**config.mk**
```make
export PLATFORM = sky130hd
export DESIGN_NAME = io_translation_table
export DESIGN_NICKNAME = d
export VERILOG_FILES = /design/src/logic/dma_endpoint_pkg.sv /design/src/logic/io_translation_table.sv
export SDC_FILE = /design/constraint.sdc
export NUM_CORES = 2
export LEC_CHECK = 0
export BUFFER_PORTS_ARGS = -buffer_cell sky130_fd_sc_hd__buf_2
export CAP_MARGIN = 30
export CORE_AREA = 10 10 381 475
export DETAILED_ROUTE_END_ITERATION = 10
export DIE_AREA = 0 0 391 485
export PLACE_DENSITY_LB_ADDON = 0.05
export RECOVER_POWER = 25
export SETUP_SLACK_MARGIN = 0.1
export SLEW_MARGIN = 30
export SYNTH_ARGS = -nofsm -noshare
export SYNTH_HDL_FRONTEND = slang
export SYNTH_SLANG_ARGS = --single-unit
```
**constraint.sdc**
```tcl
create_clock -name clock -period 5.45 [get_ports clock]
set_input_delay 1.09 -clock clock [delete_from_list [all_inputs] [get_ports clock]]
set_output_delay 1.09 -clock clock [all_outputs]
set_load 0.005 [all_outputs]
```
**src/logic/dma_endpoint_pkg.sv**
```systemverilog
package dma_endpoint_pkg;

    // Register file geometry
    localparam int DATAPATH_WIDTH = 20;
    localparam int REGISTER_FILE_DEPTH = 64;
    localparam int CHANNEL_COUNT = 16;
    localparam int REG_ADDR_WIDTH = $clog2(CHANNEL_COUNT * REGISTER_FILE_DEPTH);
    localparam int IO_ADDR_WIDTH = $clog2(REGISTER_FILE_DEPTH);

    typedef struct packed {
        logic [15:0] channel;
        logic [15:0] io_address;
        logic [DATAPATH_WIDTH-1:0] data;
    } stream_write_t;

    typedef struct packed {
        logic [15:0] channel;
        logic [15:0] io_address;
    } stream_read_req_t;

    typedef struct packed {
        logic [15:0] io_address;
        logic [31:0] reg_index;
    } table_entry_t;

    typedef struct packed {
        logic [REG_ADDR_WIDTH-1:0] address;
        logic [DATAPATH_WIDTH-1:0] data;
    } reg_write_t;

    // Index is the word offset from the bus base address
    typedef struct packed {
        logic [15:0] index;
        logic [31:0] data;
    } bus_txn_t;

    typedef struct packed {
        logic [15:0] program_size;
        logic [15:0] channel_count;
    } config_t;

    typedef enum logic [1:0] {
        idle,
        bus_read,
        wait_read,
        stream_read
    } read_state_e;

    typedef enum logic {
        init_transparent,
        init_zero
    } table_init_e;

endpackage

```
**src/logic/io_translation_table.sv**
```systemverilog
`timescale 1ns/1ps

module io_translation_table import dma_endpoint_pkg::*; #(
    parameter table_init_e TABLE_INIT = init_transparent
)(
    input  logic                     clock,
    input  logic                     reset,
    input  logic                     entry_write_valid,
    input  table_entry_t             entry_write,
    input  logic [IO_ADDR_WIDTH-1:0] write_lookup_address,
    input  logic [IO_ADDR_WIDTH-1:0] read_lookup_address,
    output logic [31:0]              write_lookup_entry,
    output logic [31:0]              read_lookup_entry
);

    // One entry per IO address, zero marks the address as unmapped
    logic [31:0] entries [REGISTER_FILE_DEPTH];

    logic [IO_ADDR_WIDTH-1:0] entry_index;

    assign entry_index = entry_write.io_address[IO_ADDR_WIDTH-1:0];

    always_ff @(posedge clock) begin
        if (!reset) begin
            for (int i = 0; i < REGISTER_FILE_DEPTH; i++) begin
                if (TABLE_INIT == init_transparent) begin
                    entries[i] <= 32'(i);
                end else begin
                    entries[i] <= 32'b0;
                end
            end
        end else if (entry_write_valid) begin
            entries[entry_index] <= entry_write.reg_index;
        end
    end

    // Separate lookups so a write and a read can translate in the same cycle
    assign write_lookup_entry = entries[write_lookup_address];
    assign read_lookup_entry = entries[read_lookup_address];

endmodule

```
-- Word level (Yosys, flattened, before mapping)
Memories as Yosys holds them, arrays and structs flattened.
Index checks and enable logic that the tools add are counted.
- memory bits (read-only): 0
- logic and storage cells: 9
- memories: 1
- register bits: 0
- bits in writable memories: 2048
- latch bits: 0
- reductions and logical operators: 1
- magnitude comparators: 0
- add/subtract/negate cells: 0
- mux-type cells: 7
- bitwise gates (word level): 0
- multipliers: 0
- shift-type cells: 0
- divide/modulo/power cells: 0
- equal/unequal tests: 0
- memories (name ; words ; width ; read ports ; clocked after memory_dff ; write ports ; line ; RTL):
    entries ; 64 ; 32 ; 2 ; 0 ; 64 ; io_translation_table.sv:17 ; logic [31:0] entries [REGISTER_FILE_DEPTH];
- operators with widths (cell ; count):
    $mux W32 ; 1
    $reduce_or A32 Y1 ; 1
    $mux W6 ; 1
    $mux W1 ; 5

-- Logic depth before layout (Yosys ltp)
- depth in word-level cells: 5
- depth in mapped cells: 10

-- Worst setup path before layout
Ideal clock, no wire load.
- path kind: input -> register
- from: input entry_write[37] (netlist bit)
- to: memory entries[20][0] (enable)
- setup slack: 0.439 ns
- stages on the path: 7
- arrival: 4.546 ns
- buffers on the path: 4
- cell sequence: buf_2 or3b_1 buf_2 or2_1 buf_6 clkbuf_1 o21ai_0
- RTL lines (element ; line ; RTL):
    start: declaration ; io_translation_table.sv:9 ; input table_entry_t entry_write,
    end: declaration ; io_translation_table.sv:17 ;

==> impl_metrics.toml <==
[status]
status = "complete, but fails checks"
violations = "capacitance limit, slew limit, setup timing"

[power_and_ir_drop]
p_leak_nw = 41.3
total_power_mw = 37.4
ir_worst_vdd_uv = 328
power.density_nw_per_um2 = 310

[global_route]
grt_antenna_before_repair = 30
grt_pass1_wl_um = 560000
grt_max_degree = 117
gr-total-overflow = 0
grt_util_all_layers_pct = 42.6
grt_pass1_vias = 73800

[place]
dpl.hpwl_um = 248000
port_buffers = 116
postPlaceCellArea_um2 = 115000
gp_congestion = 0.955

[final_layout]
reg.largest.list = "entries (2048)"
regArea_um2 = 61500
largest_register_ffs = 2048
drive_gt1_share_pct = 27.4
nets = 7295
regMostFlops = "entries"
fillers = 11300
syn2layout_area_growth_pct = 10.7
final_area_um2 = 121000
multi_input_area_um2 = 44300

[synthesis]
yosysTopAreaCell = "edfxtp_1"
synth-seq-cells = 2048
synthTopCellsByArea = "edfxtp_1, mux4_2, and2_1"
synth_most_common_cell = "edfxtp_1"
postSynthCellCount = 7228
synth_top_area_share_pct = 56.4
synth_edf_count = 2048
syn_area_per_cell_um2 = 15.1
ys_top_cells_by_count = "edfxtp_1, and2_1, mux4_2"
synth_ff_type = "edfxtp_1"
ys_seq_area_share_pct = 56.4
synth_cell_types = 48
syn_area_um2 = 109000
yosys_warnings = 0
syn_nets = 7291
ys_async_sr_fraction_pct = 0

[critical_path]
crit_slowest_cell = "o21ai_0"
crit_path_start_kind = "primary input"
cp-end-kind = "register"
worstPathMaxFanout = 18
cpMostUsedCell = "clkbuf_1"
critPathRequiredTime_ns = 5.96
crit_arrival_ns = 5.96
path_class = "in2reg"
critPathBufInv = 3
crit_path_max_incr_delay_ns = 2.90
critPathTopFamily = "compound AO/OA/AOI/OAI gates"
cp_cell_sequence = "clkbuf_1 > and2_0 > nand3_1 > clkbuf_1 > o21ai_0 > buf_4"

[die]
rows = 170
die_h_um = 485
start_util_pct = 63.5
dieArea_um2 = 190000
fp.dieW_um = 391
io_pins = 127
coreArea_um2 = 171000

[job]
drv_cap = 32

[cts]
clk_pin_slew_ns = 0.06
clockRootBuffer = "clkbuf_16"
cts_setup_buffers = 0
htree_levels = 4
numClockSinks = 2048
cts_resized = 0
cts_made_buffers = 200
clock_path_buffers = 3
tritoncts = "built"
cts_hold_buf = 0

[routing]
drt_first_pass_iters = 6
initialDrtViolationCount = 11800
vias = 73100
drc = 0
wire_per_inst_um = 41.9
final_antenna_net_count = 0
routed_wirelength_um = 404000
vias_per_cell = 7.57

[timing]
fmax_mhz = 183
slew_viol_final = 919
finalHoldViolCount = 0
holdWs_ns = 0.913
grt_setup_unrepaired = "no"
layout_setup_ws_ns = -0.00522
finalSetupViolations = 6
slew_headroom_pct = -161
finalCriticalPeriod_ns = 5.46
tightestPinTransition_ns = 3.87
finalCritPeriodShare_pct = 100

[hold_path]
worstHoldPathType = "in2reg"
## per-layer routing
| metal | up-vias | share of wire, % | global-route usage, % |
|---|---|---|---|
| met5 | - | 0.14 | 1.08 |
| met4 | 22 | 11 | 34.8 |
| met3 | 1692 | 16 | 15.5 |
| met2 | 6629 | 43 | 61.6 |
| met1 | 36700 | 30 | 51.3 |
| li1 | 28000 | - | - |
## cell families after synthesis
kind of cell	after synthesis	share of synthesized area, %
DFF	2048	56.4
and+or+nand+nor	2450	13.4
AOI/OAI and AO/OA	624	3.66
buffers and inverters	855	3.39
muxes	1251	23.1
## worst paths after layout
check	endpoint	cells past startpoint	slack [ns]	from
hold / removal	entries[2][2]	2	0.91	entry_write[2]
setup / recovery	entries[12][13]	6	-0.005	reset
## cell usage in the layout, fill, tap and decap left out, drive strengths merged
| cell | n |
|---|---|
| a211oi | 18 |
| and3b | 1 |
| or2 | 9 |
| nor2 | 184 |
| clkinv | 93 |
| o211ai | 3 |
| mux2i | 201 |
| a32oi | 1 |
| clkbuf | 301 |
| or3 | 190 |
| nand4b | 1 |
| o211a | 1 |
| buf | 603 |
| mux4 | 1005 |
| or3b | 7 |
| o21ai | 180 |
| a311oi | 4 |
| edfxtp | 2048 |
| a21boi | 1 |
| nand2b | 26 |
| o221ai | 50 |
| bufinv | 17 |
| and2 | 1744 |
| nor3 | 28 |
| a221oi | 102 |
| nand3b | 9 |
| diode | 16 |
| nor3b | 1 |
| nand3 | 8 |
| a2111oi | 7 |
| a21oi | 103 |
| a31oi | 5 |
| mux2 | 45 |
| inv | 7 |
| and3 | 118 |
| o22ai | 149 |
| nor4 | 1 |
| nor2b | 12 |
| clkinvlp | 7 |
| nand2 | 111 |
## final cells by class
class | instances | area share [%]
sequential | 2048 | 51.0
clock inverter | 118 | 0.809
timing repair buffer | 651 | 4.58
clock buffer | 253 | 4.44
multi-input combinational | 4325 | 36.8
tap | 2236 | 2.32
antenna | 16 | 0.0332
inverter | 6 | 0.0187
## through the flow
stage / worst slack, ns / TNS (ns) / std cells / util (%)
finish: -0.00522 / -0.0213 / 9653 / 70.3
global route: 0.119 / 0 / 9638 / 70.3
CTS: 0.234 / 0 / 9637 / 70.6
detailed placement: 0.235 / 0 / 9266 / 66.9
global placement: 0.249 / 0 / 9264 / 66.9
floorplan: 0.439 / 0 / 7228 / -
## power breakdown
part	switching [mW]	leakage, nW	internal, mW	total, mW
Combinational	3.10	18.6	1.94	5.04
Sequential	0.419	19.6	18.1	18.6
Clock	6.06	3.08	7.71	13.8
(Power assumes the default switching activity.)
