$ cat config.mk
export PLATFORM = sky130hd
export DESIGN_NAME = bus_register_decoder
export DESIGN_NICKNAME = d
export VERILOG_FILES = /design/src/logic/dma_endpoint_pkg.sv /design/src/logic/bus_register_decoder.sv
export SDC_FILE = /design/constraint.sdc
export NUM_CORES = 1
export LEC_CHECK = 0
export BUFFER_PORTS_ARGS = -buffer_cell sky130_fd_sc_hd__clkbuf_2
export CAP_MARGIN = 20
export CORE_AREA = 10 10 96 98
export DETAILED_ROUTE_END_ITERATION = 8
export DIE_AREA = 0 0 106 108
export PLACE_DENSITY_LB_ADDON = 0.1
export SKIP_CTS_REPAIR_TIMING = 1
export SYNTH_ARGS = -nofsm -noshare
export SYNTH_HDL_FRONTEND = slang
export SYNTH_SLANG_ARGS = --single-unit
$ cat constraint.sdc
create_clock -name clock -period 1.35 [get_ports clock]
set_input_delay 0.27 -clock clock [delete_from_list [all_inputs] [get_ports clock]]
set_output_delay 0.27 -clock clock [all_outputs]
set_load 0.02 [all_outputs]
$ cat src/logic/dma_endpoint_pkg.sv
package dma_endpoint_pkg;

    // Register file geometry
    localparam int DATAPATH_WIDTH = 20;
    localparam int REGISTER_FILE_DEPTH = 64;
    localparam int CHANNEL_COUNT = 16;
    localparam int REG_ADDR_WIDTH = $clog2(CHANNEL_COUNT * REGISTER_FILE_DEPTH);
    localparam int IO_ADDR_WIDTH = $clog2(REGISTER_FILE_DEPTH);

    typedef struct packed {
        logic [15:0] channel;
        logic [15:0] io_address;
        logic [DATAPATH_WIDTH-1:0] data;
    } stream_write_t;

    typedef struct packed {
        logic [15:0] channel;
        logic [15:0] io_address;
    } stream_read_req_t;

    typedef struct packed {
        logic [15:0] io_address;
        logic [31:0] reg_index;
    } table_entry_t;

    typedef struct packed {
        logic [REG_ADDR_WIDTH-1:0] address;
        logic [DATAPATH_WIDTH-1:0] data;
    } reg_write_t;

    // Index is the word offset from the bus base address
    typedef struct packed {
        logic [15:0] index;
        logic [31:0] data;
    } bus_txn_t;

    typedef struct packed {
        logic [15:0] program_size;
        logic [15:0] channel_count;
    } config_t;

    typedef enum logic [1:0] {
        idle,
        bus_read,
        wait_read,
        stream_read
    } read_state_e;

    typedef enum logic {
        init_transparent,
        init_zero
    } table_init_e;

endpackage

$ cat src/logic/bus_register_decoder.sv
`timescale 1ns/1ps

module bus_register_decoder import dma_endpoint_pkg::*; #(
    parameter logic [31:0] BASE_ADDRESS = 32'h43c0_0000
)(
    input  logic        clock,
    input  logic        reset,
    input  logic        bus_write,
    input  logic        bus_read,
    input  logic [31:0] bus_address,
    input  logic [31:0] bus_write_data,
    input  logic        response_valid,
    input  logic [31:0] response_data,
    output logic        write_valid,
    output bus_txn_t    write_txn,
    output logic        read_valid,
    output bus_txn_t    read_txn,
    output logic        bus_read_valid,
    output logic [31:0] bus_read_data
);

    // Size of the register window above the base, in bytes
    localparam logic [31:0] WINDOW_BYTES = 32'h0000_1000;

    logic [31:0] byte_offset;
    logic        in_window;
    bus_txn_t    decoded;

    assign byte_offset = bus_address - BASE_ADDRESS;
    assign in_window = (bus_address >= BASE_ADDRESS) && (byte_offset < WINDOW_BYTES);

    // Byte address to word index, the window holds 1024 words
    always_comb begin
        decoded.index = {6'b0, byte_offset[11:2]};
        decoded.data = bus_write_data;
    end

    always_ff @(posedge clock) begin
        if (!reset) begin
            write_valid <= 1'b0;
            read_valid <= 1'b0;
        end else begin
            write_valid <= bus_write && in_window;
            read_valid <= bus_read && in_window;
        end
    end

    always_ff @(posedge clock) begin
        if (bus_write) begin
            write_txn <= decoded;
        end
        // Reads carry only the index
        if (bus_read) begin
            read_txn <= '{index: decoded.index, data: 32'b0};
        end
    end

    // The response comes straight from the endpoint
    assign bus_read_valid = response_valid;
    assign bus_read_data = response_data;

endmodule

# After elaboration in Yosys (flattened, before gate mapping)
# Cells that the tools add are included.
# W data, S select, Z words.
# word_totals
reg_bits	54
input_bits	101
word_cells	11
# op_classes
n_lt_le_gt_ge	2
n_reduce_logical	3
addsub	1
# op_table
op	n
$ge A32 B31 Y1 const B	1
$lt A32 B13 Y1 const B	1
$sub A32 B31 Y32 const B	1
$logic_and A1 B1 Y1	3

# Longest topological paths before layout
# Gate-level depths: netlist of the first run.
# depth
ltp_word	4
mapped_depth	3

# Least setup slack after synthesis of the first run
# Ideal clock, no wire load.
# synth_timing
path_kind	input to register
startpoint	input port bus_address[29]
endpoint	register read_valid
arrival_time_ns	1.217
stages	3
setup_slack_ns	0.073
required_time_ns	1.290
cell_sequence	or4_4 -> nor4_2 -> and3_1
# synth_between
elab_chain_cells	4
elab_cells_between_ends	5
# synth_rtl
element	line_no	text
start: declaration	bus_register_decoder.sv:10	input logic [31:0] bus_address,
$sub A32 B31 Y32	bus_register_decoder.sv:29	assign byte_offset = bus_address - BASE_ADDRESS;
$lt A32 B13 Y1	bus_register_decoder.sv:30	assign in_window = (bus_address >= BASE_ADDRESS) && (byte_offset < WINDOW_BYTES);
$logic_and A1 B1 Y1 *	bus_register_decoder.sv:30	
$logic_and A1 B1 Y1 *	bus_register_decoder.sv:44	read_valid <= bus_read && in_window;
end signal: assignment	bus_register_decoder.sv:44	
end: declaration	bus_register_decoder.sv:16	output logic read_valid,
# Mark *: on every way between the ends. The rest lies on a longest branch, timed or not.
# A chain may end at the register's enable or synchronous reset.

# Worst setup path in the final report of the first run
# layout_timing
startpoint	input port bus_address[21]
endpoint	register read_valid
# The elaborated chain is that of the path after synthesis.

==> results of run 1 <==
==> through the flow <==
stage                     utilization, %  TNS [ns]  cell area, µm²
after floorplan                        -         0            2431
after global placement             34.86   -0.2133            2596
after detailed placement           34.86   -0.2817            2596
after CTS                          36.00         0            2681
after global routing               36.00         0            2681
final                              36.00         0            2681
==> state kept, by name, summed over array words and instances, names as in the netlist <==
register	count
write_valid	1
read_txn	10
write_txn	42
read_valid	1
==> per-layer routing <==
| metal | share of wire [%] | vias to the layer above | track usage (%) |
|---|---|---|---|
| met4 | 2.1 | 0 | 3.675 |
| met1 | 37 | 569 | 9.588 |
| met2 | 46 | 120 | 15.15 |
| li1 | - | 558 | - |
| met5 | 0 | - | 0 |
| met3 | 15 | 20 | 7.496 |
==> power groups by stage <==
stage	Clock (µW)	Sequential [µW]	Combinational (µW)
6_report	864	2000	544
5_1_grt	992	2020	584
4_1_cts	922	2010	549
3_5_place_dp	0	2050	548
3_3_place_gp	0	2040	550
2_1_floorplan	0	2220	354
==> cell usage after synthesis <==
cell / instances / area (µm²)
and3_1: 2 / 12.51
buf_4: 77 / 578.1
conb_1: 1 / 3.750
dfxtp_1: 2 / 40.04
edfxtp_1: 52 / 1562
nand4b_1: 1 / 8.760
nor2b_1: 1 / 6.260
nor4_2: 1 / 12.51
nor4b_1: 1 / 8.760
or3b_2: 1 / 8.760
or4_1: 1 / 7.510
or4_4: 1 / 11.26
or4b_1: 1 / 10.01
==> cells by family (layout without fill, tap and decap cells) <==
kind of cell / Yosys count / after routing
flip-flops: 54 / 54
AND/OR/NAND/NOR: 10 / 10
other: 1 / 44
buffers and inverters: 77 / 128
==> worst paths after layout <==
path,depth (start not counted),endpoint,slack (ns)
hold / removal,1,write_txn[9],0.14
setup / recovery,4,read_valid,0.16
==> cell type report <==
| cell class | instances | area share (%) |
|---|---|---|
| tap | 102 | 4.760 |
| timing repair buffer | 120 | 22.96 |
| sequential | 54 | 59.73 |
| multi-input combinational | 54 | 9.379 |
| clock inverter | 3 | 0.6066 |
| clock buffer | 5 | 2.566 |
==> run summary, run 1 <==
delay-heaviest family, CP - simple AND/OR/NAND/NOR gates
Final Cycle Share - 88.32%
most frequent cells in the layout - 119 x clkbuf_2, 52 x edfxtp_1, 44 x conb_1
Leak Pwr - 0.001239 µW
drt pass-1 iters - 3
Worst Path Required - 1.59 ns
Syn. warnings - 0
die span in x - 106 µm
Avg Cell Area, Syn - 15.98 µm²
Ports - 232
CP Capture Type - flop
Initial Util - 30.48%
most common cell after layout, fill and taps aside - clkbuf_2
Tot GR Track Use - 9.673%
global-route wire length before repair - 8452 µm
CTS tree - done
CTS sink cnt - 54
compound-cell area share of the yosys netlist - 0%
max-slew violation count - 0
HP Start - bus_write_data[9]
Power Total - 3412 µW
CTS root buffer - clkbuf_8
Slowest-stage cell, CP - or4b_1
non-filler instance count after layout - 338
outcome - finished clean
initial antenna violation count - 0
Internal Power - 2486 µW
WS Path Type - in2reg
Logic pwr share - 15.9%
clock share of power - 25.3%
via count - 1,267
n_diodes - 0
XOR/XNOR Fraction of Synth Area - 0%
area delta synth->final - 18.14%
Clock Pin Slew Worst Setup and Hold Paths - 0.09 ns
Switching Share - 27.14%
clock buffer depth - 2
final hold slack - 0.1415 ns
adder-cell share of the synthesized area - 0%
Port Buffers - 119
Power Dens Cells - 1272 nW/µm²
post-route setup slack - 0.1577 ns
Fin. Hold Viols - 0
crit path time final - 1.192 ns
routed vias/inst - 3.749
core region area - 7447 µm²
#FFs+latches synth - 54
sequential share of power - 58.7%
Netlist Area Pre-Place - 2270 µm²
Buf+Inv Stages, Crit Path - 1
critical path arrival - 1.43 ns
synth unique cells - 13
Final Net Count - 336
WL per Instance - 17.86 µm
final HPWL from detailed placement - 5044 µm
crit-path cells - clkbuf_2 > or4b_1 > nor4b_1 > and3_1
H-tree levels - 2
Worst Setup SP - bus_address[21]
Peak Freq - 838.7 MHz
Final Wtd Congestion - 0.7262
pin count of the biggest net entering global routing - 44
startpoint types - primary input
Multi-input gate area - 251.5 µm²
ANT nets after route - 0
fillers - 780
worst slack, placed - -0.1423 ns
post-synthesis mux area share - 0%
Setup-failing EPs final - 0
initial detailed-routing violation count - 15
share of layout cells above drive strength 1 - 54.66%
post-synthesis sequential area ratio - 70.56%
Peak VDD IR - 0.4188 mV
Residual DRC - 0
largest family of logic cells by synthesized area - buffers and inverters
Simple-Gate Fraction of Synth Area - 3.804%
TritonCTS buffer count - 5
# rows - 32
die footprint - 11,450 µm²
cell count after synthesis - 142
vias in the first global route - 1,373
Crit Path Max Fanout - 2
RSZ-0062 raised after global routing - false
post-placement cell count - 330
Net Switching - 926.1 µW
GRT overflow - 0
Die Height - 108 µm
routed wire length - 6038 µm
slowest cell delay on critical path - 0.50 ns
Hold Crit Class - in2reg
MaxCap Viol Count - 0
total area of sequential cells - 1602 µm²
No activity file was read; power rests on OpenSTA's default activity.
==> run 2: changes to the inputs <==
ABC_AREA = 1   (was default)
==> run 2 against run 1 <==
Net effect:
- maximum frequency rose by 6.0%
- non-clock buffer count rose by 1
- die area did not move
- sequential cell count did not move
- power rose by 6.6%
- count of clock-buffer cells in the layout did not move
- combinational power rose by 2%
- via count rose by 4.2%
- critical path type is now reg2out
- highest routed layer unchanged
==> run summary, run 2 <==
synth top area cells - edfxtp_1 68%, buf_4 25%, nor2_1 2.1% (was edfxtp_1 69%, buf_4 25%, dfxtp_1 1.8%)
Setup-failing EPs final - 0 (unchanged)
Die Height - 108 µm (unchanged)
setup tns final - 0 ns (unchanged)
top cell types by occurrence after synthesis - 77 x buf_4, 52 x edfxtp_1, 13 x nor2_1 (was 77 x buf_4, 52 x edfxtp_1, 2 x and3_1, 2 x dfxtp_1)
Reg with most FFs - write_txn (unchanged)
WL per Instance - 15.79 µm (was 17.86 µm)
routed wire length - 5636 µm (was 6038 µm)
Power Dens Cells - 1322 nW/µm² (was 1272 nW/µm²)
Residual DRC - 0 (unchanged)
ANT nets after route - 0 (unchanged)
GRT overflow - 0 (unchanged)
# rows - 32 (unchanged)
post-route setup slack - 0.2251 ns (was 0.1577 ns)
die span in x - 106 µm (unchanged)
post-synthesis mux area share - 0% (unchanged)
initial antenna violation count - 0 (unchanged)
Largest register FFs - 42 (unchanged)
slowest cell delay on critical path - 0.38 ns (was 0.50 ns)
XOR/XNOR Fraction of Synth Area - 0% (unchanged)
worst slack, placed - 0.2896 ns (was -0.1423 ns)
Buf+Inv Stages, Crit Path - 1 (unchanged)
delay-heaviest family, CP - flip-flops (was simple AND/OR/NAND/NOR gates)
top flop regs - write_txn x42, read_txn x10 (unchanged)
Power Total - 3637 µW (was 3412 µW)
Peak Freq - 888.9 MHz (was 838.7 MHz)
Synth top area share - 68.12% (was 68.80%)
n_diodes - 0 (unchanged)
Leak Pwr - 0.001303 µW (was 0.001239 µW)
synth unique cells - 9 (was 13)
Fin. Hold Viols - 0 (unchanged)
CTS root buffer - clkbuf_8 (unchanged)
RSZ-0062 raised after global routing - false (unchanged)
MaxCap Viol Count - 0 (unchanged)
Multi-input gate area - 259.0 µm² (was 251.5 µm²)
clock buffer depth - 2 (unchanged)
outcome - finished clean (unchanged)
adder-cell share of the synthesized area - 0% (unchanged)
Final Net Count - 355 (was 336)
Clock Pin Slew Worst Setup and Hold Paths - 0.10 ns (was 0.09 ns)
Slowest-stage cell, CP - edfxtp_1 (was or4b_1)
die footprint - 11,450 µm² (unchanged)
Final Core Density - 36.95% (was 36.00%)
Port Buffers - 119 (unchanged)
drt pass-1 iters - 4 (was 3)
compound-cell area share of the yosys netlist - 0% (unchanged)
core region area - 7447 µm² (unchanged)
Synth async-reset ratio - 0% (unchanged)
count leader, synth - buf_4 (unchanged)
largest family of logic cells by synthesized area - buffers and inverters (unchanged)
most common cell after layout, fill and taps aside - clkbuf_2 (unchanged)
CP Capture Type - primary output (was flop)
via count - 1,320 (was 1,267)
cell count after synthesis - 160 (was 142)
vias in the first global route - 1,440 (was 1,373)
final HPWL from detailed placement - 4753 µm (was 5044 µm)
area delta synth->final - 20.03% (was 18.14%)
H-tree levels - 2 (unchanged)
top_reg_cell synth - edfxtp_1 (unchanged)
startpoint types - flop (was primary input)
CTS tree - done (unchanged)
pin count of the biggest net entering global routing - 21 (was 44)
Initial Util - 30.78% (was 30.48%)
routed vias/inst - 3.697 (was 3.749)
post-synthesis sequential area ratio - 69.87% (was 70.56%)
global-route wire length before repair - 8010 µm (was 8452 µm)
Simple-Gate Fraction of Synth Area - 4.094% (was 3.804%)
WS Path Type - reg2out (was in2reg)
critical path arrival - 0.85 ns (was 1.43 ns)
most frequent cells in the layout - 119 x clkbuf_2, 52 x edfxtp_1, 44 x conb_1 (unchanged)
Netlist Area Pre-Place - 2292 µm² (was 2270 µm²)
crit path time final - 1.125 ns (was 1.192 ns)
Final Cycle Share - 83.33% (was 88.32%)
max-slew violation count - 0 (unchanged)
Tot GR Track Use - 9.158% (was 9.673%)
Final Cell Area - 2751 µm² (was 2681 µm²)
area leader, netlist - edfxtp_1 (unchanged)
Post-synth EDFFs - 52 (unchanged)
Area after DPL - 2639 µm² (was 2596 µm²)
total area of sequential cells - 1602 µm² (unchanged)
crit-path cells - clkbuf_2 (was clkbuf_2 > or4b_1 > nor4b_1 > and3_1)
#FFs+latches synth - 54 (unchanged)
Worst Path Required - 1.08 ns (was 1.59 ns)
Peak VDD IR - 0.4319 mV (was 0.4188 mV)
Syn. warnings - 0 (unchanged)
share of layout cells above drive strength 1 - 50.98% (was 54.66%)
Final Wtd Congestion - 0.6858 (was 0.7262)
fillers - 777 (was 780)
Avg Cell Area, Syn - 14.33 µm² (was 15.98 µm²)
initial detailed-routing violation count - 27 (was 15)
Crit Path Max Fanout - 1 (was 2)
Ports - 232 (unchanged)
CTS sink cnt - 54 (unchanged)
Hold Crit Class - in2reg (unchanged)
TritonCTS buffer count - 5 (unchanged)
[run 2: cell count changes in the layout (fill, tap and decap cells not counted), sizes merged, moves of 2 or more]
| cell | change |
|---|---|
| or4 | -2 |
| nor2 | +14 |
| and3 | -2 |
| inv | +5 |
| clkinv | -2 |
| nand2 | +9 |
[run 2: power breakdown]
part	internal [µW]	total (µW)	switching [µW]
logic	161	556	395
clock network	556	1080	522
registers	1970	2000	28.8
total	2690	3640	946
[run 2: final timing paths]
kind | startpoint | endpoint | slack (ns) | depth (start not counted)
max | write_txn[17] | write_txn[17] | 0.23 | 1
min | bus_write_data[11] | write_txn[11] | 0.13 | 1
[run 2: cell families after synthesis]
family        after synthesis
flops                      54
simple gates               24
other cells                 1
buf+inv                    81
[run 2: layout make-up]
cell class                      instances  area share (%)
Sequential cell                        54           58.21
Timing Repair Buffer                  121           23.10
Multi-Input combinational cell         68           9.413
Tap cell                              102           4.638
Clock buffer                            5           2.501
Clock inverter                          3           1.592
Inverter                                4          0.5457
[run 2: metrics by stage]
step                hold WS, ns  std cells
floorplan                0.3689        203
global placement         0.4475        349
detailed placement       0.4488        349
CTS                      0.1226        357
global route             0.1104        357
finish                   0.1350        357
[run 2: per-layer routing]
metal	track usage [%]	share of wire (%)	wire (µm)
met1	9.693	38	2140
met3	5.473	13	711
met4	4.642	3.6	201
met5	0	0	0
met2	14.27	46	2583
