`src/logic/dma_endpoint_pkg.sv`:
```
package dma_endpoint_pkg;

    // Register file geometry
    localparam int DATAPATH_WIDTH = 20;
    localparam int REGISTER_FILE_DEPTH = 64;
    localparam int CHANNEL_COUNT = 16;
    localparam int REG_ADDR_WIDTH = $clog2(CHANNEL_COUNT * REGISTER_FILE_DEPTH);
    localparam int IO_ADDR_WIDTH = $clog2(REGISTER_FILE_DEPTH);

    typedef struct packed {
        logic [15:0] channel;
        logic [15:0] io_address;
        logic [DATAPATH_WIDTH-1:0] data;
    } stream_write_t;

    typedef struct packed {
        logic [15:0] channel;
        logic [15:0] io_address;
    } stream_read_req_t;

    typedef struct packed {
        logic [15:0] io_address;
        logic [31:0] reg_index;
    } table_entry_t;

    typedef struct packed {
        logic [REG_ADDR_WIDTH-1:0] address;
        logic [DATAPATH_WIDTH-1:0] data;
    } reg_write_t;

    // Index is the word offset from the bus base address
    typedef struct packed {
        logic [15:0] index;
        logic [31:0] data;
    } bus_txn_t;

    typedef struct packed {
        logic [15:0] program_size;
        logic [15:0] channel_count;
    } config_t;

    typedef enum logic [1:0] {
        idle,
        bus_read,
        wait_read,
        stream_read
    } read_state_e;

    typedef enum logic {
        init_transparent,
        init_zero
    } table_init_e;

endpackage

```
`src/logic/dma_endpoint.sv`:
```
`timescale 1ns/1ps

module dma_endpoint import dma_endpoint_pkg::*; #(
    parameter int RAW_BUS_ACCESS = 1
)(
    input  logic                      clock,
    input  logic                      reset,
    input  logic                      stream_write_valid,
    input  stream_write_t             stream_write,
    input  logic                      bus_write_valid,
    input  bus_txn_t                  bus_write_txn,
    input  logic                      bus_read_valid,
    input  bus_txn_t                  bus_read_txn,
    input  logic                      read_request_valid,
    input  stream_read_req_t          read_request,
    input  logic [31:0]               write_lookup_entry,
    input  logic [31:0]               read_lookup_entry,
    input  logic [DATAPATH_WIDTH-1:0] dma_read_data,
    output logic [IO_ADDR_WIDTH-1:0]  write_lookup_address,
    output logic [IO_ADDR_WIDTH-1:0]  read_lookup_address,
    output logic                      reg_write_valid,
    output reg_write_t                reg_write,
    output logic [REG_ADDR_WIDTH-1:0] dma_read_address,
    output logic                      read_request_ready,
    output logic                      read_response_valid,
    output logic [DATAPATH_WIDTH-1:0] read_response_data,
    output logic                      bus_response_valid,
    output logic [31:0]               bus_response_data,
    output config_t                   active_config
);

    // Bank base plus translated entry, cut to the flat register address
    function automatic logic [REG_ADDR_WIDTH-1:0] flat_address(
        input logic [15:0] channel,
        input logic [31:0] entry
    );
        logic [31:0] flat;
        flat = 32'(channel) * 32'(REGISTER_FILE_DEPTH) + entry;
        return flat[REG_ADDR_WIDTH-1:0];
    endfunction

    logic        write_hit;
    logic        config_write;
    reg_write_t  write_target;
    read_state_e state;
    logic        read_config;
    logic        stream_accept;
    logic        start_read;
    logic [REG_ADDR_WIDTH-1:0] next_read_address;

    // Write side: the stream wins, a bus write in the same cycle is lost
    assign write_lookup_address = stream_write_valid ?
        stream_write.io_address[IO_ADDR_WIDTH-1:0] : bus_write_txn.index[IO_ADDR_WIDTH-1:0];

    always_comb begin
        write_hit = 1'b0;
        config_write = 1'b0;
        write_target = '0;
        if (stream_write_valid) begin
            write_target.address = flat_address(stream_write.channel, write_lookup_entry);
            write_target.data = stream_write.data;
            write_hit = write_lookup_entry != 32'b0;
        end else if (bus_write_valid) begin
            if (bus_write_txn.index == 16'b0) begin
                config_write = 1'b1;
            end else begin
                write_target.data = bus_write_txn.data[DATAPATH_WIDTH-1:0];
                if (RAW_BUS_ACCESS != 0) begin
                    write_target.address = bus_write_txn.index[REG_ADDR_WIDTH-1:0];
                    write_hit = 1'b1;
                end else begin
                    // Translated bus writes always go to bank 0
                    write_target.address = flat_address(16'b0, write_lookup_entry);
                    write_hit = write_lookup_entry != 32'b0;
                end
            end
        end
    end

    always_ff @(posedge clock) begin
        if (!reset) begin
            reg_write_valid <= 1'b0;
            active_config <= '0;
        end else begin
            reg_write_valid <= write_hit;
            if (config_write) begin
                active_config <= config_t'(bus_write_txn.data);
            end
        end
    end

    always_ff @(posedge clock) begin
        if (write_hit) begin
            reg_write <= write_target;
        end
    end

    // Read side: a stream request takes precedence over a bus read
    assign stream_accept = read_request_valid && read_request_ready;
    assign start_read = (state == idle) && (stream_accept || bus_read_valid);

    assign read_lookup_address = read_request_valid ?
        read_request.io_address[IO_ADDR_WIDTH-1:0] : bus_read_txn.index[IO_ADDR_WIDTH-1:0];

    assign next_read_address = stream_accept ?
        flat_address(read_request.channel, read_lookup_entry) :
        flat_address(16'b0, read_lookup_entry);

    always_ff @(posedge clock) begin
        if (!reset) begin
            state <= idle;
            read_request_ready <= 1'b1;
            read_response_valid <= 1'b0;
            read_config <= 1'b0;
        end else begin
            read_response_valid <= 1'b0;
            case (state)
                idle: begin
                    if (stream_accept) begin
                        read_request_ready <= 1'b0;
                        state <= wait_read;
                    end else if (bus_read_valid) begin
                        read_config <= bus_read_txn.index == 16'b0;
                        read_request_ready <= 1'b0;
                        state <= bus_read;
                    end
                end
                wait_read: begin
                    state <= stream_read;
                end
                stream_read: begin
                    read_response_valid <= 1'b1;
                    read_request_ready <= 1'b1;
                    state <= idle;
                end
                bus_read: begin
                    read_config <= 1'b0;
                    read_request_ready <= 1'b1;
                    state <= idle;
                end
                default: state <= idle;
            endcase
        end
    end

    always_ff @(posedge clock) begin
        if (start_read) begin
            dma_read_address <= next_read_address;
        end
        if (state == stream_read) begin
            read_response_data <= dma_read_data;
        end
    end

    // Bus data is served in the cycle the FSM sits in bus_read
    always_comb begin
        bus_response_valid = state == bus_read;
        bus_response_data = 32'b0;
        if (state == bus_read) begin
            if (read_config) begin
                bus_response_data = active_config;
            end else begin
                bus_response_data = {{(32 - DATAPATH_WIDTH){1'b0}}, dma_read_data};
            end
        end
    end

endmodule

```
`config.mk`:
```
export PLATFORM = sky130hd
export DESIGN_NAME = dma_endpoint
export DESIGN_NICKNAME = d
export VERILOG_FILES = /design/src/logic/dma_endpoint_pkg.sv /design/src/logic/dma_endpoint.sv
export SDC_FILE = /design/constraint.sdc
export NUM_CORES = 1
export LEC_CHECK = 0
export BUFFER_PORTS_ARGS = -buffer_cell sky130_fd_sc_hd__buf_4
export CORE_AREA = 5 5 155 157
export CTS_CLUSTER_DIAMETER = 40
export DETAILED_ROUTE_END_ITERATION = 8
export DIE_AREA = 0 0 160 162
export HOLD_SLACK_MARGIN = 0.15
export REMOVE_ABC_BUFFERS = 1
export SLEW_MARGIN = 30
export SYNTH_ARGS = -nofsm -noshare
export SYNTH_HDL_FRONTEND = slang
export SYNTH_SLANG_ARGS = --single-unit
```
`constraint.sdc`:
```
create_clock -name clock -period 2.2 [get_ports clock]
set_clock_uncertainty 0.05 [all_clocks]
set_input_delay 0.33 -clock clock [delete_from_list [all_inputs] [get_ports clock]]
set_output_delay 0.33 -clock clock [all_outputs]
set_load 0.01 [all_outputs]
```
# Word-level counts from Yosys, hierarchy flattened
# Index checks and enable logic that the tools add are counted.
[op_classes] add_sub_neg=2 eq_ne=6 mux=24 n_reduce_logical=12
[ops] cell="30-bit two-way mux" n=3
[ops] cell="32-bit two-way mux" n=2
[ops] cell="16-bit logical NOT" n=2
[ops] cell="32-bit nonzero test" n=1
[ops] cell="10-bit adder" n=2
[ops] cell="6-bit two-way mux" n=2
[ops] cell="1-bit two-way mux" n=11
[ops] cell="10-bit two-way mux" n=1
[ops] cell="2-bit one-hot mux with 3 select lines" n=1
[ops] cell="2-bit equality test, second input constant" n=2
[ops] cell="2-bit two-way mux" n=2
[ops] cell="2-bit inequality test, second input constant" n=2
[ops] cell="1-bit one-hot mux with 2 select lines" n=2
[ops] cell="2-bit nonzero test" n=2
[ops] cell="3-bit inequality test, second input constant" n=1
[ops] cell="3-bit AND reduction" n=1
[ops] cell="2-bit by 1-bit equality test with 1-bit output, second input constant" n=1
[ops] cell="1-bit logical AND" n=2
[ops] cell="2-bit logical NOT" n=1
[ops] cell="2-bit AND reduction" n=1
[ops] cell="2-bit OR reduction" n=1
[ops] cell="1-bit logical OR" n=1
[totals] regBits=98 in_bits=270 out_inout_bits=140 word_cells=55

# Depth between registers and ports, before layout
# Gate-level depths: netlist of the first run.
[logic_depth] depth_word=4 mapped_depth=6

# Least setup slack after synthesis of the first run
# OpenSTA, ideal clock, no wires.
[synth_path] kind="input-to-reg" from="input port stream_write_valid" to="register reg_write[0] (netlist bit), enable pin" t_arrival_ps=1577 path_slack_ps=181 path_stages=3 path_cell_list="nand2b_1 > a41oi_1 > nand2b_1"
[synth_between] elab_chain_len=1
[synth_rtl] element="start, declared" line="dma_endpoint.sv:8" text="input logic stream_write_valid,"
[synth_rtl] element="1-bit two-way mux" line="dma_endpoint.sv:59" text="if (stream_write_valid) begin"
[synth_rtl] element="named net write_hit" line="dma_endpoint.sv:42" text="logic write_hit;"
[synth_rtl] element="end signal, assigned" line="dma_endpoint.sv:94" text="reg_write <= write_target;"
[synth_rtl] element="end, declared" line="dma_endpoint.sv:22" text="output reg_write_t reg_write,"
# The timed path passes the listed nets, and every way through them passes these cells.
# A chain may end at the register's enable or synchronous reset.

# Worst setup path after layout of the first run
[layout_path] from="register state[1]" to="output port bus_response_data[30]"
[layout_between] elab_chain_len=2
[layout_rtl] element="start, declared" line="dma_endpoint.sv:45" text="read_state_e state;"
[layout_rtl] element="start signal, assigned" line="dma_endpoint.sv:111" text="state <= idle;"
[layout_rtl] element="start signal, assigned" line="dma_endpoint.sv:121" text="state <= wait_read;"
[layout_rtl] element="start signal, assigned" line="dma_endpoint.sv:125" text="state <= bus_read;"
[layout_rtl] element="2-bit by 1-bit equality test with 1-bit output" line="dma_endpoint.sv:159" text="if (state == bus_read) begin"
[layout_rtl] element="32-bit two-way mux" line="dma_endpoint.sv:159"
[layout_rtl] element="end, declared" line="dma_endpoint.sv:28" text="output logic [31:0] bus_response_data,"
# No other way between the ends.

==> impl_metrics.tcl, run 1 <==
set metrics [dict create \
    status "finished clean" \
    core_sq_um 22370 \
    cp.arrival_ns 1.58 \
    pwr-share-seq_pct 46.5 \
    wire_per_inst_um 18.05 \
    die_w_um 160 \
    fmax_ghz 0.5096 \
    drive_gt1_share_pct 49.00 \
    synth_ff_type "edfxtp_1" \
    grt_util_all_layers_pct 13.61 \
    cp-start-kind "flip-flop" \
    hpwl_um 14470 \
    grt_max_degree 38 \
    initialDrtViolationCount 191 \
    p_comb_share_pct 20.5 \
    final_nets 1024 \
    fillers 2258 \
    grt_pass1_wl_um 27590 \
    num_vias 4445 \
    whs_ns 0.1923 \
    synthCells 406 \
    antenna_left 0 \
    drc 0 \
    vias_per_cell 4.286 \
    ir_drop_uv 264.9 \
    grt.overflow.total 0 \
    async_flop_share_pct 0 \
    synth_most_common_cell "nand2_1" \
    period_minus_slack_ns 1.962 \
    cap_violations 0 \
    intPower_w 0.003362 \
    io_buffers 311 \
    rows 55 \
    sw_frac_of_total_pct 25.89 \
    ys_ff_latch 98 \
    synthDistinctLibCells 33 \
    synth_top_area_share_pct 38.99 \
    ys.warnings.count 0 \
    io_pins 410 \
    synth_largest_area_cell "edfxtp_1" \
    cts.sinks 98 \
    synth.avg_cell_area_sq_um 11.38 \
    ys_seq_area_share_pct 55.46 \
    initial_utilization_pct 20.66 \
    power.net_switching_w 0.001174 \
    cts_max_level 3 \
    cp-end-kind "primary output" \
    synth_area_leaders "edfxtp_1, dfxtp_1, mux2i_1, nand2_1, a22o_1" \
    routed_wl_um 18720 \
    finalMaxSlewViolations 0 \
    antenna_found_initial 0 \
    cts_tree "done" \
    clk_path_buf_depth 2 \
    clockRootBuffer "clkbuf_16" \
    min_path_type "input pin to flip-flop" \
    grt_pass1_vias 4674 \
    syn_to_final_growth_pct 71.00 \
    drtPass1Iterations 4 \
    gp_congestion 0.8075 \
    numCtsBuffers 9 \
    worst_pin_slew_ns 0.4435 \
    multi_input_area_sq_um 1894 \
    die_area_sq_um 25920 \
    seq_area_sq_um 2565 \
    p_leak_nw 3.433 \
    fin_tns_setup_ns 0 \
    clk_pin_slew_worst_paths_ns 0.07 \
    p_clk_share_pct 33.0 \
    yosys-top-cells-count "nand2_1, edfxtp_1, mux2i_1" \
    clkLatencyLatePin_ns 0.34 \
    setup_violations 0 \
    synth_edf_count 60 \
    die_y_um 162 \
    rsz0062_at_grt "false" \
    maxSlewHeadroom_pct 70.18 \
    post-route-period-util_pct 89.20 \
    crit_type "flip-flop to primary output" \
    cp.required_ns 1.82 \
    pwr_density_cell_nw_per_um2 574.1 \
    path_max_fanout 9 \
    netlist_area_sq_um 4621 \
    finalHoldViolations 0 \
]
-- critical path, cell delays in order, from the launching register on --
cell and delay (ns):
dfxtp_2 0.40, nand2b_2 0.22, clkinvlp_4 0.11, buf_2 0.17, and3_1 0.19, buf_4 0.14
-- routing by layer --
| layer | global-route usage (%) | wire length (um) | vias to the layer above |
|---|---|---|---|
| met4 | 4.654 | 371 | 0 |
| li1 | - | - | 2148 |
| met5 | 0 | 0 | - |
| met2 | 24.70 | 9825 | 157 |
| met1 | 15.76 | 7556 | 2119 |
| met3 | 3.172 | 966 | 21 |
-- area by class of cell --
| cell class | count | area share, % |
|---|---|---|
| Inverter | 9 | 0.4751 |
| Clock buffer | 11 | 2.945 |
| Clock inverter | 5 | 0.5067 |
| Antenna cell | 1 | 0.03167 |
| Timing Repair Buffer | 356 | 35.09 |
| Tap cell | 285 | 4.513 |
| Multi-Input combinational cell | 272 | 23.97 |
| Sequential cell | 98 | 32.46 |
-- power groups by stage --
stage	clock network, W	registers [W]	logic [W]
after floorplan	0	0.00220	0.000219
after detailed placement	0	0.00215	0.000890
after global placement	0	0.00215	0.000880
after CTS	0.00157	0.00211	0.000930
final	0.00149	0.00211	0.000931
after global routing	0.00164	0.00212	0.00100
-- through the flow --
stage | area [sq um] | worst slack [ns] | utilization, % | std cells | total power, W
3_3_place_gp | 7331 | 0.1985 | 32.78 | 990 | 0.003028
3_5_place_dp | 7331 | 0.2126 | 32.78 | 990 | 0.003042
5_1_grt | 7899 | 0.1441 | 35.32 | 1036 | 0.004767
6_report | 7901 | 0.2377 | 35.33 | 1037 | 0.004536
4_1_cts | 7864 | 0.1317 | 35.16 | 1032 | 0.004608
2_1_floorplan | 4467 | -0.8947 | - | 379 | 0.002419
-- layout by cell type (no fill, tap or decap), drive strengths merged, types with 9 or more instances in the layout --
cell | netlist | routed
clkbuf | 19 | 11
and3 | 13 | 13
edfxtp | 60 | 60
dlygate4sd3 | 0 | 26
inv | 9 | 9
buf | 8 | 330
o21ai | 10 | 10
mux2i | 53 | 53
nor4 | 16 | 16
nand2 | 79 | 79
dfxtp | 38 | 38
a22o | 26 | 26
mux2 | 13 | 13
nor2 | 22 | 22
-- what timing repair did --
action,CTS,global route
hold buffers,26,0
endpoints found under the setup margin,0,9
endpoints found under the hold margin,26,0
buffers inserted,0,4
gates resized for setup,0,3
-- sequential cells by signal, summed over array words and instances (netlist names) --
register / cells
active_config: 32
dma_read_address: 10
read_config: 1
read_request_ready: 1
read_response_data: 20
read_response_valid: 1
reg_write: 30
reg_write_valid: 1
state: 2
-- worst paths after layout --
path                                               to  slack, ns  cells after the start          startpoint
worst max-delay path            bus_response_data[30]       0.24                      5            state[1]
worst max register to register    dma_read_address[9]       0.60                      3  read_request_ready
worst min register to register      active_config[23]       0.43                      2   active_config[23]
worst min-delay path                active_config[20]       0.19                      3   bus_write_txn[20]
-- cells by family after synthesis --
| group | count (synthesis) | synth area share (%) |
|---|---|---|
| buffers and inverters | 36 | 4.062 |
| adders and majority gates | 8 | 2.491 |
| and+or+nand+nor | 146 | 14.89 |
| muxes | 66 | 14.65 |
| xor gates and xnor gates | 4 | 0.7583 |
| DFF | 98 | 55.46 |
| AOI/OAI and AO/OA | 48 | 7.690 |
No activity file was read; power rests on OpenSTA's default activity.
==> run 2: changes to the inputs <==
Settings changed: BUFFER_PORTS_ARGS -buffer_cell sky130_fd_sc_hd__buf_4 to unset, CORE_AREA 5 5 155 157 to 5 5 158 160, DIE_AREA 0 0 160 162 to 0 0 163 165, DONT_BUFFER_PORTS set to 1.
==> run 2 against run 1 <==
Net effect:
- power is 4.7% lower
- utilization decreased by 7.7 points
- global-route usage fell by 1.3 points
- routed wire length is 6.5% lower
- via count down 17%
- clock-buffer cell count fell by 2
- sequential share of layout area is 7.4 points higher
- highest routed layer unchanged
- fmax decreased by 9.8%
- cell area down 19%
- hold slack got worse by 0.016 ns
- die area rose by 3.8%
==> impl_metrics.tcl, run 2 (synthesis results as in run 1) <==
set metrics [dict create \
    status "finished clean" \
    hold_path_end "reg_write[19]" \
    top_regs "active_config x32, reg_write x30, read_response_data x20" \
    hpwl_um 12000 \
    diodes 0 \
    drtPass1Iterations 5 \
    largest_reg_flops 32 \
    grt_util_all_layers_pct 12.31 \
    drc 0 \
    final_area_sq_um 6427 \
    grt_pass1_vias 3933 \
    vias_per_cell 4.399 \
    rrSetupSlack_ns 0.61 \
    pwr-share-seq_pct 50.6 \
    fin_cells 835 \
    reg2reg_from "state[1]" \
    post-route-period-util_pct 98.88 \
    fmax_ghz 0.4597 \
    largest-register "active_config" \
    r2r-end "read_response_data[17]" \
    cp-start-kind "input pin" \
    cts_max_level 3 \
    intPower_w 0.003231 \
    clk_pin_slew_worst_paths_ns 0.07 \
    post-place-cells 712 \
    worst_pin_slew_ns 0.5260 \
    period_minus_slack_ns 2.175 \
    layout_common_cells "dlygate4sd3_1, nand2_1, edfxtp_1" \
    cts.sinks 98 \
    ir_drop_uv 262.7 \
    core_sq_um 23260 \
    finalMaxSlewViolations 0 \
    antenna_left 0 \
    power.net_switching_w 0.001090 \
    syn_to_final_growth_pct 39.10 \
    setup_violations 0 \
    gp_congestion 0.7593 \
    holdPathStages 1 \
    initialDrtViolationCount 174 \
    io_pins 410 \
    maxSlewHeadroom_pct 64.64 \
    cp.arrival_ns 2.22 \
    placed_cell_area_sq_um 5044 \
    pwr_density_cell_nw_per_um2 672.3 \
    num_vias 3673 \
    p_clk_share_pct 37.4 \
    post-route-util_pct 27.63 \
    cts_tree "done" \
    crit_type "input pin to flip-flop" \
    numCtsBuffers 9 \
    path_max_fanout 14 \
    clkLatencyLatePin_ns 0.34 \
    routed_wl_um 17500 \
    initial_utilization_pct 19.86 \
    ff2ff_path_depth 2 \
    min_path_type "input pin to flip-flop" \
    layout_commonest_cell "dlygate4sd3_1" \
    cp.required_ns 2.25 \
    antenna_found_initial 0 \
    drive_gt1_share_pct 9.884 \
    clockRootBuffer "clkbuf_16" \
    cp-end-kind "flip-flop" \
    finalHoldViolations 0 \
    rows 56 \
    final_nets 789 \
    cap_violations 0 \
    die_y_um 165 \
    grt_pass1_wl_um 24750 \
    p_comb_share_pct 12.0 \
    fillers 2402 \
    wire_per_inst_um 20.96 \
    clk_path_buf_depth 2 \
    min_from "bus_write_txn[19]" \
    sw_frac_of_total_pct 25.22 \
    rsz0062_at_grt "false" \
    grt.overflow.total 0 \
    cts_resized 0 \
    grt_max_degree 70 \
    io_buffers 0 \
    total_power_w 0.004321 \
    die_area_sq_um 26900 \
    p_leak_nw 2.268 \
    die_w_um 163 \
]
## run 2: worst max path at each step
stage	endpoint	from	slack [ns]	cells past startpoint
after floorplan	reg_write[0]	stream_write_valid	-0.89	3
after global placement	reg_write[22]	bus_write_txn[35]	0.19	4
after detailed placement	reg_write[22]	bus_write_txn[35]	0.16	4
after CTS	reg_write[10]	bus_write_txn[35]	0.05	5
after global routing	reg_write[0]	bus_write_txn[35]	0.01	5
final	reg_write[21]	bus_write_txn[35]	0.02	5
## run 2: layout make-up
class | instances | area [sq um] | area share (%)
sequential | 98 | 2564 | 39.89
clock buffer | 9 | 225.2 | 3.504
multi-input combinational | 272 | 1892 | 29.43
timing repair buffer | 121 | 1244 | 19.35
tap | 319 | 399.1 | 6.210
inverter | 9 | 33.78 | 0.5256
clock inverter | 7 | 70.07 | 1.090
## run 2: per-layer routing
layer	wire, um	vias up	global-route usage, %
met3	1276	16	3.843
met4	291	0	3.889
met1	7215	1795	15.10
met2	8714	181	20.68
met5	0	-	0
li1	-	1681	-
## run 2: what timing repair did
action                                 in CTS  in global routing
setup endpoints to repair                   0                  6
setup buffers                               0                  0
hold buffers                              107                  0
endpoints found under the hold margin      92                  0
## run 2: power groups by stage
stage	Combinational, W	Sequential [W]	Clock, W
floorplan	0.000219	0.00220	0
global placement	0.000319	0.00223	0
detailed placement	0.000324	0.00223	0
CTS	0.000524	0.00219	0.00170
global route	0.000569	0.00220	0.00176
finish	0.000520	0.00219	0.00161
## run 2: critical path, cell delays in order
cell           delay [ns]
nor4_2               0.50
a41oi_4              0.32
buf_4                0.31
a22o_1               0.20
dlygate4sd3_1        0.56
## run 2: through the flow
| stage | setup TNS, ns | worst slack [ns] | hold WS [ns] |
|---|---|---|---|
| after floorplan | -26.84 | -0.8947 | 0.3789 |
| after global placement | 0 | 0.1918 | 0.3789 |
| after detailed placement | 0 | 0.1643 | 0.3789 |
| after CTS | 0 | 0.04972 | 0.1504 |
| after global routing | 0 | 0.009755 | 0.1652 |
| final | 0 | 0.02463 | 0.1764 |
